### config.mk
export PLATFORM = sky130hd
export DESIGN_NAME = sad_trigger_top
export DESIGN_NICKNAME = d
export VERILOG_FILES = /design/src/common/sad_pkg.sv /design/src/logic/sad_match_status.sv /design/src/logic/sad_regs.sv /design/src/logic/sad_trigger_top.sv /design/src/sad_core/sad_lane.sv /design/src/sad_core/sad_sequencer.sv
export VERILOG_INCLUDE_DIRS = /design/src /design/src/common
export SDC_FILE = /design/constraint.sdc
export NUM_CORES = 2
export LEC_CHECK = 0
export BUFFER_PORTS_ARGS = -buffer_cell sky130_fd_sc_hd__buf_2
export CAP_MARGIN = 20
export CORE_AREA = 2 2 476 478
export DETAILED_ROUTE_END_ITERATION = 7
export DIE_AREA = 0 0 478 480
export GPL_TIMING_DRIVEN = 0
export PLACE_DENSITY_LB_ADDON = 0.1
export REMOVE_ABC_BUFFERS = 1
export SETUP_SLACK_MARGIN = 0.4
export SLEW_MARGIN = 20
export SYNTH_ARGS = -nofsm -noshare
export SYNTH_HDL_FRONTEND = slang
export SYNTH_SLANG_ARGS = --single-unit
### constraint.sdc
create_clock -name adc_sampleclk -period 8.1 [get_ports adc_sampleclk]
set_clock_uncertainty 0.15 [all_clocks]
set_input_delay 0.81 -clock adc_sampleclk [delete_from_list [all_inputs] [get_ports adc_sampleclk]]
set_output_delay 0.81 -clock adc_sampleclk [all_outputs]
set_load 0.02 [all_outputs]
### src/common/sad_consts.svh
`ifndef SAD_CONSTS_SVH
`define SAD_CONSTS_SVH

// window and datapath sizes
`define SAD_REF_SAMPLES     32
`define SAD_SAMPLE_BITS     8
`define SAD_COUNTER_BITS    16  // msb doubles as the saturation flag
`define SAD_IDX_BITS        7   // byte index on the register port

// edges from the capture of a window's last sample to the trigger pulse
`define SAD_TRIGGER_LATENCY 5

// register map
`define SAD_ADDR_REFERENCE         8'h40
`define SAD_ADDR_REFEN             8'h41
`define SAD_ADDR_THRESHOLD         8'h42
`define SAD_ADDR_STATUS            8'h43
`define SAD_ADDR_MULTIPLE_TRIGGERS 8'h44
`define SAD_ADDR_ALWAYS_ARMED      8'h45

`endif

### src/common/sad_pkg.sv
`include "sad_consts.svh"

package sad_pkg;

    typedef logic [`SAD_SAMPLE_BITS-1:0]  sample_t;    // adc or reference sample
    typedef logic [`SAD_COUNTER_BITS-1:0] score_t;     // sad accumulator / threshold
    typedef logic [`SAD_REF_SAMPLES-1:0]  lane_vec_t;  // one bit per lane
    typedef logic [4:0]                   lane_idx_t;  // lane or reference position
    typedef logic [`SAD_IDX_BITS-1:0]     byte_idx_t;

    // one register port access, single cycle strobes
    typedef struct packed {
        logic       write;
        logic       read;
        logic [7:0] addr;
        byte_idx_t  index;
        logic [7:0] data;
    } reg_bus_t;

    typedef struct packed {
        logic [`SAD_REF_SAMPLES*`SAD_SAMPLE_BITS-1:0] reference;
        lane_vec_t                                    refen;      // per-position compare enable
        score_t                                       threshold;
        logic                                         multiple_triggers;
        logic                                         always_armed;
    } sad_cfg_t;

    // reference sample and its enable, handed down the lane chain
    typedef struct packed {
        sample_t ref_sample;
        logic    en;
    } lane_feed_t;

endpackage

### src/logic/sad_match_status.sv
`include "sad_consts.svh"

module sad_match_status
    import sad_pkg::*;
(
    input  logic        adc_sampleclk,
    input  logic        reset,
    input  lane_vec_t   match,
    input  logic        run,
    input  logic        arm_rise,
    input  logic        status_clear,
    input  logic        multiple_triggers,
    output logic        trigger,
    output logic [23:0] status_word
);

    logic        triggered;
    logic [15:0] trig_count;
    logic        single_block;
    logic        run_q;  // run in the cycle the lanes set match

    // in single mode the pulse in flight already counts as the first one
    assign single_block = !multiple_triggers && (triggered || trigger);

    assign status_word = {trig_count, 7'b0, triggered};

    always_ff @(posedge adc_sampleclk) begin
        if (reset) begin
            run_q   <= 1'b0;
            trigger <= 1'b0;
        end else begin
            run_q   <= run;
            trigger <= run && run_q && (|match) && !single_block;
        end
    end

    always_ff @(posedge adc_sampleclk) begin
        if (reset || status_clear || arm_rise) begin
            triggered  <= 1'b0;
            trig_count <= '0;
        end else if (trigger) begin
            triggered  <= 1'b1;
            trig_count <= trig_count + 1'b1;  // wraps
        end
    end

endmodule

### src/logic/sad_regs.sv
`include "sad_consts.svh"

module sad_regs
    import sad_pkg::*;
(
    input  logic        adc_sampleclk,
    input  logic        reset,
    input  reg_bus_t    reg_bus,
    input  logic [23:0] status_byte_sel,
    output logic [7:0]  reg_datao,
    output sad_cfg_t    cfg,
    output logic        status_clear
);

    logic [`SAD_REF_SAMPLES*`SAD_SAMPLE_BITS-1:0] ref_q;
    lane_vec_t   refen_q;
    score_t      threshold_q;
    logic        multiple_q;
    logic        always_armed_q;
    logic [31:0] threshold_wide;  // software sees a 32 bit threshold
    byte_idx_t   idx;

    assign idx = reg_bus.index;
    assign threshold_wide = {{(32-`SAD_COUNTER_BITS){1'b0}}, threshold_q};

    assign cfg.reference         = ref_q;
    assign cfg.refen             = refen_q;
    assign cfg.threshold         = threshold_q;
    assign cfg.multiple_triggers = multiple_q;
    assign cfg.always_armed      = always_armed_q;

    // byte-wise writes, out of range bytes are dropped
    always_ff @(posedge adc_sampleclk) begin
        if (reset) begin
            ref_q          <= '0;
            refen_q        <= '1;  // every position compared by default
            threshold_q    <= '0;
            multiple_q     <= 1'b0;
            always_armed_q <= 1'b0;
        end else if (reg_bus.write) begin
            case (reg_bus.addr)
                `SAD_ADDR_REFERENCE: begin
                    if (idx < (`SAD_REF_SAMPLES * `SAD_SAMPLE_BITS / 8))
                        ref_q[idx*8 +: 8] <= reg_bus.data;
                end
                `SAD_ADDR_REFEN: begin
                    if (idx < (`SAD_REF_SAMPLES / 8))
                        refen_q[idx*8 +: 8] <= reg_bus.data;
                end
                `SAD_ADDR_THRESHOLD: begin
                    if (idx < (`SAD_COUNTER_BITS / 8))
                        threshold_q[idx*8 +: 8] <= reg_bus.data;
                end
                `SAD_ADDR_MULTIPLE_TRIGGERS: multiple_q <= reg_bus.data[0];
                `SAD_ADDR_ALWAYS_ARMED:      always_armed_q <= reg_bus.data[0];
                default: ;
            endcase
        end
    end

    // any write to the status address clears it
    always_ff @(posedge adc_sampleclk) begin
        if (reset)
            status_clear <= 1'b0;
        else
            status_clear <= reg_bus.write && (reg_bus.addr == `SAD_ADDR_STATUS);
    end

    always_comb begin
        reg_datao = 8'h00;
        if (reg_bus.read) begin
            case (reg_bus.addr)
                `SAD_ADDR_REFERENCE: begin
                    if (idx < (`SAD_REF_SAMPLES * `SAD_SAMPLE_BITS / 8))
                        reg_datao = ref_q[idx*8 +: 8];
                end
                `SAD_ADDR_REFEN: begin
                    if (idx < (`SAD_REF_SAMPLES / 8))
                        reg_datao = refen_q[idx*8 +: 8];
                end
                `SAD_ADDR_THRESHOLD: begin
                    if (idx < 4)
                        reg_datao = threshold_wide[idx*8 +: 8];
                end
                `SAD_ADDR_STATUS: begin
                    if (idx < 3)  // {count, 7'b0, triggered}
                        reg_datao = status_byte_sel[idx*8 +: 8];
                end
                default: ;
            endcase
        end
    end

endmodule

### src/logic/sad_trigger_top.sv
`include "sad_consts.svh"

module sad_trigger_top
    import sad_pkg::*;
(
    input  logic       adc_sampleclk,
    input  logic       reset,
    input  sample_t    adc_datain,
    input  logic       armed_and_ready,
    input  logic       active,
    input  logic       xadc_error,
    input  reg_bus_t   reg_bus,
    output logic [7:0] reg_datao,
    output logic       trigger
);

    sad_cfg_t    cfg;
    logic [23:0] status_word;
    logic        status_clear;
    sample_t     sample_q;
    lane_feed_t  feed0;
    lane_vec_t   restart;
    lane_vec_t   window_full;
    lane_vec_t   match;
    logic        run;
    logic        arm_rise;
    lane_feed_t  feed_q [`SAD_REF_SAMPLES];  // each lane's registered feed

    sad_regs i_sad_regs (
        .adc_sampleclk   (adc_sampleclk),
        .reset           (reset),
        .reg_bus         (reg_bus),
        .status_byte_sel (status_word),
        .reg_datao       (reg_datao),
        .cfg             (cfg),
        .status_clear    (status_clear)
    );

    sad_sequencer i_sad_sequencer (
        .adc_sampleclk   (adc_sampleclk),
        .reset           (reset),
        .adc_datain      (adc_datain),
        .armed_and_ready (armed_and_ready),
        .active          (active),
        .xadc_error      (xadc_error),
        .cfg             (cfg),
        .sample_q        (sample_q),
        .feed0           (feed0),
        .restart         (restart),
        .window_full     (window_full),
        .run             (run),
        .arm_rise        (arm_rise)
    );

    for (genvar i = 0; i < `SAD_REF_SAMPLES; i++) begin : g_lane
        lane_feed_t feed_in;

        if (i == 0) begin : g_head
            assign feed_in = feed0;
        end else begin : g_chain
            assign feed_in = feed_q[i-1];
        end

        sad_lane i_sad_lane (
            .adc_sampleclk (adc_sampleclk),
            .sample_q      (sample_q),
            .feed_in       (feed_in),
            .feed_q        (feed_q[i]),
            .restart       (restart[i]),
            .window_full   (window_full[i]),
            .threshold     (cfg.threshold),
            .match         (match[i])
        );
    end

    sad_match_status i_sad_match_status (
        .adc_sampleclk     (adc_sampleclk),
        .reset             (reset),
        .match             (match),
        .run               (run),
        .arm_rise          (arm_rise),
        .status_clear      (status_clear),
        .multiple_triggers (cfg.multiple_triggers),
        .trigger           (trigger),
        .status_word       (status_word)
    );

endmodule

### src/sad_core/sad_lane.sv
`include "sad_consts.svh"

module sad_lane
    import sad_pkg::*;
(
    input  logic       adc_sampleclk,
    input  sample_t    sample_q,
    input  lane_feed_t feed_in,
    output lane_feed_t feed_q,
    input  logic       restart,
    input  logic       window_full,
    input  score_t     threshold,
    output logic       match
);

    logic       above;     // sample greater than reference
    sample_t    sample_d;
    lane_feed_t feed_d;
    sample_t    diff;
    score_t     acc;

    // the feed walks down the lanes, so lane i sees the reference
    // position i steps behind lane 0
    always_ff @(posedge adc_sampleclk) begin
        feed_q <= feed_in;
    end

    // compare stage
    always_ff @(posedge adc_sampleclk) begin
        above    <= sample_q > feed_q.ref_sample;
        sample_d <= sample_q;
        feed_d   <= feed_q;
    end

    // difference stage
    always_ff @(posedge adc_sampleclk) begin
        if (!feed_d.en)
            diff <= '0;  // masked position adds nothing
        else if (above)
            diff <= sample_d - feed_d.ref_sample;
        else
            diff <= feed_d.ref_sample - sample_d;
    end

    // accumulate stage
    always_ff @(posedge adc_sampleclk) begin
        if (restart)
            acc <= score_t'(diff);  // first sample of a new window
        else if (!acc[`SAD_COUNTER_BITS-1])
            acc <= acc + score_t'(diff);
        // once the msb is set the score holds
    end

    // restart one cycle on means acc holds a whole window
    always_ff @(posedge adc_sampleclk) begin
        match <= window_full && restart && (acc <= threshold);
    end

endmodule

### src/sad_core/sad_sequencer.sv
`include "sad_consts.svh"

module sad_sequencer
    import sad_pkg::*;
(
    input  logic       adc_sampleclk,
    input  logic       reset,
    input  sample_t    adc_datain,
    input  logic       armed_and_ready,
    input  logic       active,
    input  logic       xadc_error,
    input  sad_cfg_t   cfg,
    output sample_t    sample_q,
    output lane_feed_t feed0,
    output lane_vec_t  restart,
    output lane_vec_t  window_full,
    output logic       run,
    output logic       arm_rise
);

    logic      arm_q;
    logic      arm_qq;
    lane_idx_t pos;  // reference position handed to lane 0

    assign run      = (arm_q || cfg.always_armed) && active && !xadc_error;
    assign arm_rise = arm_q && !arm_qq;

    assign feed0.ref_sample = cfg.reference[pos*`SAD_SAMPLE_BITS +: `SAD_SAMPLE_BITS];
    assign feed0.en         = cfg.refen[pos];

    always_ff @(posedge adc_sampleclk) begin
        sample_q <= adc_datain;
    end

    always_ff @(posedge adc_sampleclk) begin
        if (reset) begin
            arm_q  <= 1'b0;
            arm_qq <= 1'b0;
        end else begin
            arm_q  <= armed_and_ready;
            arm_qq <= arm_q;
        end
    end

    // restart idles three lanes behind lane 0, matching the compare,
    // difference and accumulate stages before lane 0 loads its first sample
    always_ff @(posedge adc_sampleclk) begin
        if (reset || !run) begin
            pos         <= '0;
            restart     <= lane_vec_t'(1) << (`SAD_REF_SAMPLES - 3);
            window_full <= '0;
        end else begin
            restart     <= {restart[`SAD_REF_SAMPLES-2:0], restart[`SAD_REF_SAMPLES-1]};
            // lane 0 goes full first, the rest follow one per cycle
            window_full <= {window_full[`SAD_REF_SAMPLES-2:0],
                            window_full[0] || (pos == lane_idx_t'(`SAD_REF_SAMPLES - 1))};
            if (pos == lane_idx_t'(`SAD_REF_SAMPLES - 1))
                pos <= '0;
            else
                pos <= pos + 1'b1;
        end
    end

endmodule

Word-level counts from Yosys, hierarchy flattened
Index checks and enable logic that the tools add are counted.
{ "op_classes": {"add_sub_neg": 99, "n_lt_le_gt_ge": 69, "n_eq_ne": 39, "shifts": 11, "mux": 107, "reduce_logical": 90} }
{ "op_table": {"columns": ["cell", "count"], "rows": [
  ["$mux W8", 69],
  ["$add A16 B8 Y16", 32],
  ["$le A16 B16 Y1", 32],
  ["$mux W16", 32],
  ["$sub A8 B8 Y8", 64],
  ["$bwmux W256", 1],
  ["$gt A8 B8 Y1", 32],
  ["$shift A8 B34 Y256 const A", 1],
  ["$shiftx A256 B11 Y8", 1],
  ["$shiftx A256 B9 Y8", 1],
  ["$shiftx A8 B34 Y256", 1],
  ["$logic_and A1 B1 Y1", 72],
  ["$ne A2 B2 Y1 const B", 32],
  ["$shiftx A32 B11 Y8", 2],
  ["$eq A8 B7 Y1 const B", 6],
  ["$neg A10 Y34", 1],
  ["$shift A8 B34 Y16 const A", 1],
  ["$shift A8 B34 Y32 const A", 1],
  ["$shiftx A8 B34 Y16", 1],
  ["$shiftx A8 B34 Y32", 1],
  ["$bwmux W32", 1],
  ["$pmux W8 S4", 1],
  ["$reduce_or A32 Y1", 1],
  ["$shiftx A24 B11 Y8", 1],
  ["other kinds (15)", 28]
]} }
{ "word_totals": {"register_bits": 1542, "in_bits": 38, "output_inout_bits": 9} }

Depth between registers and ports, before layout
{ "logic_depth": {"depth_word": 6, "ltp_mapped": 18} }

Cells and area by module
Synthesis repeated with hierarchy kept, for this count alone.
{ "unflattened": {"cells_unflattened": 12057, "area_unflattened_um2": 116996.0} }
{ "modules_own_cells": {"columns": ["module", "instances", "cells_each", "area_per_inst_um2", "seq_area_each_um2"], "rows": [
  ["sad_lane (g_lane[18].i_sad_lane ...)", 17, 314, 2999.1, 1121.1],
  ["sad_lane (g_lane[0].i_sad_lane ...)", 14, 317, 3037.9, 1121.1],
  ["sad_regs", 1, 1487, 15000.6, 6145.9],
  ["sad_sequencer", 1, 358, 4415.5, 1581.5],
  ["sad_lane (g_lane[27].i_sad_lane)", 1, 324, 3080.5, 1121.1],
  ["sad_match_status", 1, 112, 983.4, 380.4]
]} }

Least setup slack after synthesis
No wires, ideal clock.
{ "synth_path": {"kind": "flip-flop to flip-flop", "startpoint": "register g_lane[31].i_sad_lane.sample_d[1] (netlist name)", "endpoint": "register g_lane[7].i_sad_lane.diff[7]", "arrival_time_ns": 6.213, "t_required_ns": 7.829, "slack_ns": 1.616, "stages_incl_launch_ff": 8, "synth_period_minus_slack_ns": 6.484, "path_cell_list": "dfxtp_1 -> inv_1 -> ha_1 -> o21ai_0 -> or3b_2 -> a41oi_1 -> o21ai_0 -> mux2_2"} }
{ "synth_rtl": {"columns": ["element", "line", "rtl"], "rows": [
  ["to (signal assigned)", "sad_lane.sv:40", "diff <= sample_d - feed_d.ref_sample;"],
  ["to (signal assigned)", "sad_lane.sv:42", "diff <= feed_d.ref_sample - sample_d;"],
  ["to (decl)", "sad_lane.sv:19", "sample_t diff;"]
]} }

Final worst setup path
{ "layout_path": {"startpoint": "input port reg_bus[8] in the netlist's numbering", "endpoint": "register i_sad_regs.ref_q[40]"} }
{ "layout_via": {"elab_chain_len": 3} }
{ "layout_lines": {"columns": ["element", "line", "rtl"], "rows": [
  ["from (decl)", "sad_trigger_top.sv:12", "input reg_bus_t reg_bus,"],
  ["$neg A10 Y34", "sad_regs.sv:44", "ref_q[idx*8 +: 8] <= reg_bus.data;"],
  ["$shiftx A8 B34 Y256 / $shift A8 B34 Y256 (equally long branches)", "sad_regs.sv:44", null],
  ["$bwmux W256", "sad_regs.sv:44", null],
  ["to (signal, indexed assignment)", "sad_regs.sv:44", null],
  ["to (decl)", "sad_regs.sv:15", "logic [`SAD_REF_SAMPLES*`SAD_SAMPLE_BITS-1:0] ref_q;"]
]} }
Parallel ways exist; a longest one is shown, timed or not.
A chain may end at the register's enable or synchronous reset.

==> results.md <==
- Crit path arrival time: 6.33 ns
- WL/cell: 22.3 microns
- Slew @ Worst Pin: 1.18 ns
- Area contributors post-synth: dfxtp_1, ha_1, edfxtp_1
- Clk root buf: clkbuf_16
- CTS tree: yes
- Total CTS buffers: 184
- Crit path to: i_sad_regs.ref_q[40]
- Final hold violation count: 0
- GRT met3 Usage: 3.16%
- Post-synth cell types: 81
- Final instance area: 112000 sq um
- DRC errors left: 0
- Max Root-Sink Buffers: 3
- Post-route ant nets: 0
- Reg2reg start: g_lane[31].i_sad_lane.sample_d[0]
- Clock latency on the worst-skew pair: 0.86 ns
- Rel. slew slack: 21.1%
- Die width: 478 microns
- Status: completed
- Tot GR Track Use: 26.1%
- Sequential-to-total area share from yosys stat: 33.2%
- Max Cap Violations: 0
- Worst hold slack: 0.0470 ns
- Number of global-route vias before repair: 78400
- Unrepaired setup endpoints after global routing: false
- Setup violators final: 0
- Antenna violations before repair: 8
- Ys Warns: 0
- GRT Max-Usage Layer: met2
- Most common cell in the netlist: ha_1
- Total gr overflow: 0
- Initial DRT Pass Iterations: 6
- Hold Startpoint: armed_and_ready
- Pleak: 45.4 nW
- Met2 Usage GRT: 44.2%
- Minimum clock period after layout: 5.78 ns
- Cell Area, Synth: 101000 sq um
- Yosys reg bits: 1542
- Vias: 79400
- Final Max Slew Viols: 0
- CP Data Required Time: 8.65 ns
- Ys async rst share: 0%
- Area Growth Syn to Fin: 10.9%
- Routed WL: 305 mm
- Post-synth top cells: ha_1, dfxtp_1, nor2_1
- Worst R2R End: g_lane[11].i_sad_lane.diff[6]
- R2R setup slack: 4.66 ns
- Initial drt markers: 5455
- Crit path kind: in -> reg
- Peak supply drop: 0.174 mV
- Startpoint Class: primary input
- Post-DR vias/cell: 5.81
- IO buf count: 46
- Period utilization: 71.4%
- Crit path max fanout: 49
- Pwr Density: 177 nW/um^2
- Post-cts sizing count: 0
- Initial Utilization: 44.9%
- Setup Fix Bufs, Post-CTS: 0
- Die Span Y: 480 microns
- Post-synth top area cell: dfxtp_1
- Clk slew on worst S/H paths: 0.06 ns
- I/O Pins: 47
- EDFF count, synth: 256
- Post-layout util: 49.8%
- Fin nets: 12100
- Die ar.: 229000 sq um
- Synth Flop Type: dfxtp_1
- Setup TNS Final: 0 ns
- Hold WC Path Type: in -> reg
- Placed instance area: 105000 sq um
- Area of the core: 224000 sq um
- Sink Count: 1542
- Layout cell share with drive strength beyond 1: 7.66%
- H-tree Lvls: 4
- Avg Inst Size Synth: 9.51 sq um
- Placer Congestion: 0.858
- R2R cell count: 11
- Gate count of the mapped netlist: 10600
- Critical path endpoint category: flop
- GR Util met1: 33.8%
- Fmax: 0.173 GHz
- # rows: 174
- DP HPWL: 212 mm
- Yosys top cell area share: 25.6%
- First-pass GRT wire length: 468 mm
- CP startpoint: reg_bus[8]
- Pin count of the biggest net entering global routing: 151
## power by group
group | leakage [nW] | internal [mW] | switching [mW] | total, mW
Combinational | 29.0 | 1.15 | 1.45 | 2.60
Clock | 3.20 | 5.25 | 3.57 | 8.82
Sequential | 13.2 | 8.04 | 0.321 | 8.36
Total | 45.4 | 14.4 | 5.34 | 19.8
## what timing repair did
action	in CTS	in global routing
hold buffers	8	0
hold endpoints to repair	8	0
setup endpoints to repair	0	0
## state kept, by name, summed over array words and instances (netlist names), 8 cells and up
name                           flops
g_lane.i_sad_lane.feed_d         257
i_sad_regs.refen_q                32
g_lane.i_sad_lane.feed_q          40
g_lane.i_sad_lane.above           32
i_sad_match_status.trig_count     16
g_lane.i_sad_lane.sample_d         8
g_lane.i_sad_lane.acc            512
i_sad_sequencer.window_full       32
g_lane.i_sad_lane.diff           256
i_sad_regs.threshold_q            16
i_sad_sequencer.sample_q           8
i_sad_regs.ref_q                 256
g_lane.i_sad_lane.match           32
i_sad_sequencer.restart           32
## cells by family after synthesis
logic type	count (synthesis)	share of synthesized area, %
fa+ha+maj	1574	20.3
compound gates	2461	15.7
mux	498	6.93
buf+inv	855	3.25
xor+xnor	518	4.52
simple gates	3130	16.1
flops	1542	33.2
## worst max-delay path, cell delays in order
cell      delay [ns]
buf_8           0.47
inv_1           0.49
ha_1            0.58
nor3b_4         0.29
nand2_1         0.11
inv_1           0.05
ha_1            1.01
inv_1           0.21
a311oi_1        0.29
and4_1          0.73
nand4_1         0.78
nand3b_1        0.30
o21ai_0         0.13
## stage by stage
| stage | setup slack [ns] | total power [mW] | std cells |
|---|---|---|---|
| after floorplan | 1.62 | 10.3 | 10200 |
| after global placement | -10.86 | 11.0 | 13200 |
| after detailed placement | 1.54 | 11.1 | 13300 |
| after CTS | 2.47 | 19.9 | 13700 |
| after global routing | 1.98 | 20.6 | 13700 |
| final | 2.32 | 19.8 | 13700 |
## area by class of cell
cell class / instances / area, sq um
fill: 20600 / 112000
multi-input combinational: 8181 / 64000
sequential: 1542 / 33500
clock buffer: 266 / 5650
tap: 2992 / 3740
inverter: 488 / 1930
timing repair buffer: 128 / 1880
clock inverter: 77 / 876
antenna: 2 / 5.00
## routing by layer
layer	share of wire [%]	wire length, microns
met1	44	135000
met4	4.0	12200
met2	47	143000
met3	4.7	14300
met5	0.013	41
## cells in the final DEF, fill, tap and decap left out, types with 159 or more instances in the layout
cell       instances
ha_1            1478
dfxtp_1         1265
nor2_1           676
nand2_1          662
o21ai_0          647
a21oi_1          570
inv_1            465
xnor2_1          335
edfxtp_1         256
mux2i_1          253
nor2b_1          242
nand2b_1         238
a21o_1           228
nor3_1           211
clkbuf_16        202
nand3_1          196
xor2_1           180
a211oi_1         179
and2_1           175
and3_1           169
nand3b_1         167
o31ai_1          159
## how the worst min path moves through the flow
stage / cells after the start / endpoint / slack [ns]
final: 2 / i_sad_sequencer.arm_q / 0.05
after global routing: 2 / i_sad_sequencer.arm_q / 0.05
after CTS: 2 / i_sad_sequencer.arm_q / 0.005
after detailed placement: 0 / g_lane[1].i_sad_lane.feed_q[0] / 0.16
after global placement: 0 / g_lane[1].i_sad_lane.feed_q[0] / 0.17
after floorplan: 0 / g_lane[1].i_sad_lane.feed_q[0] / 0.16
(Power assumes the default switching activity.)
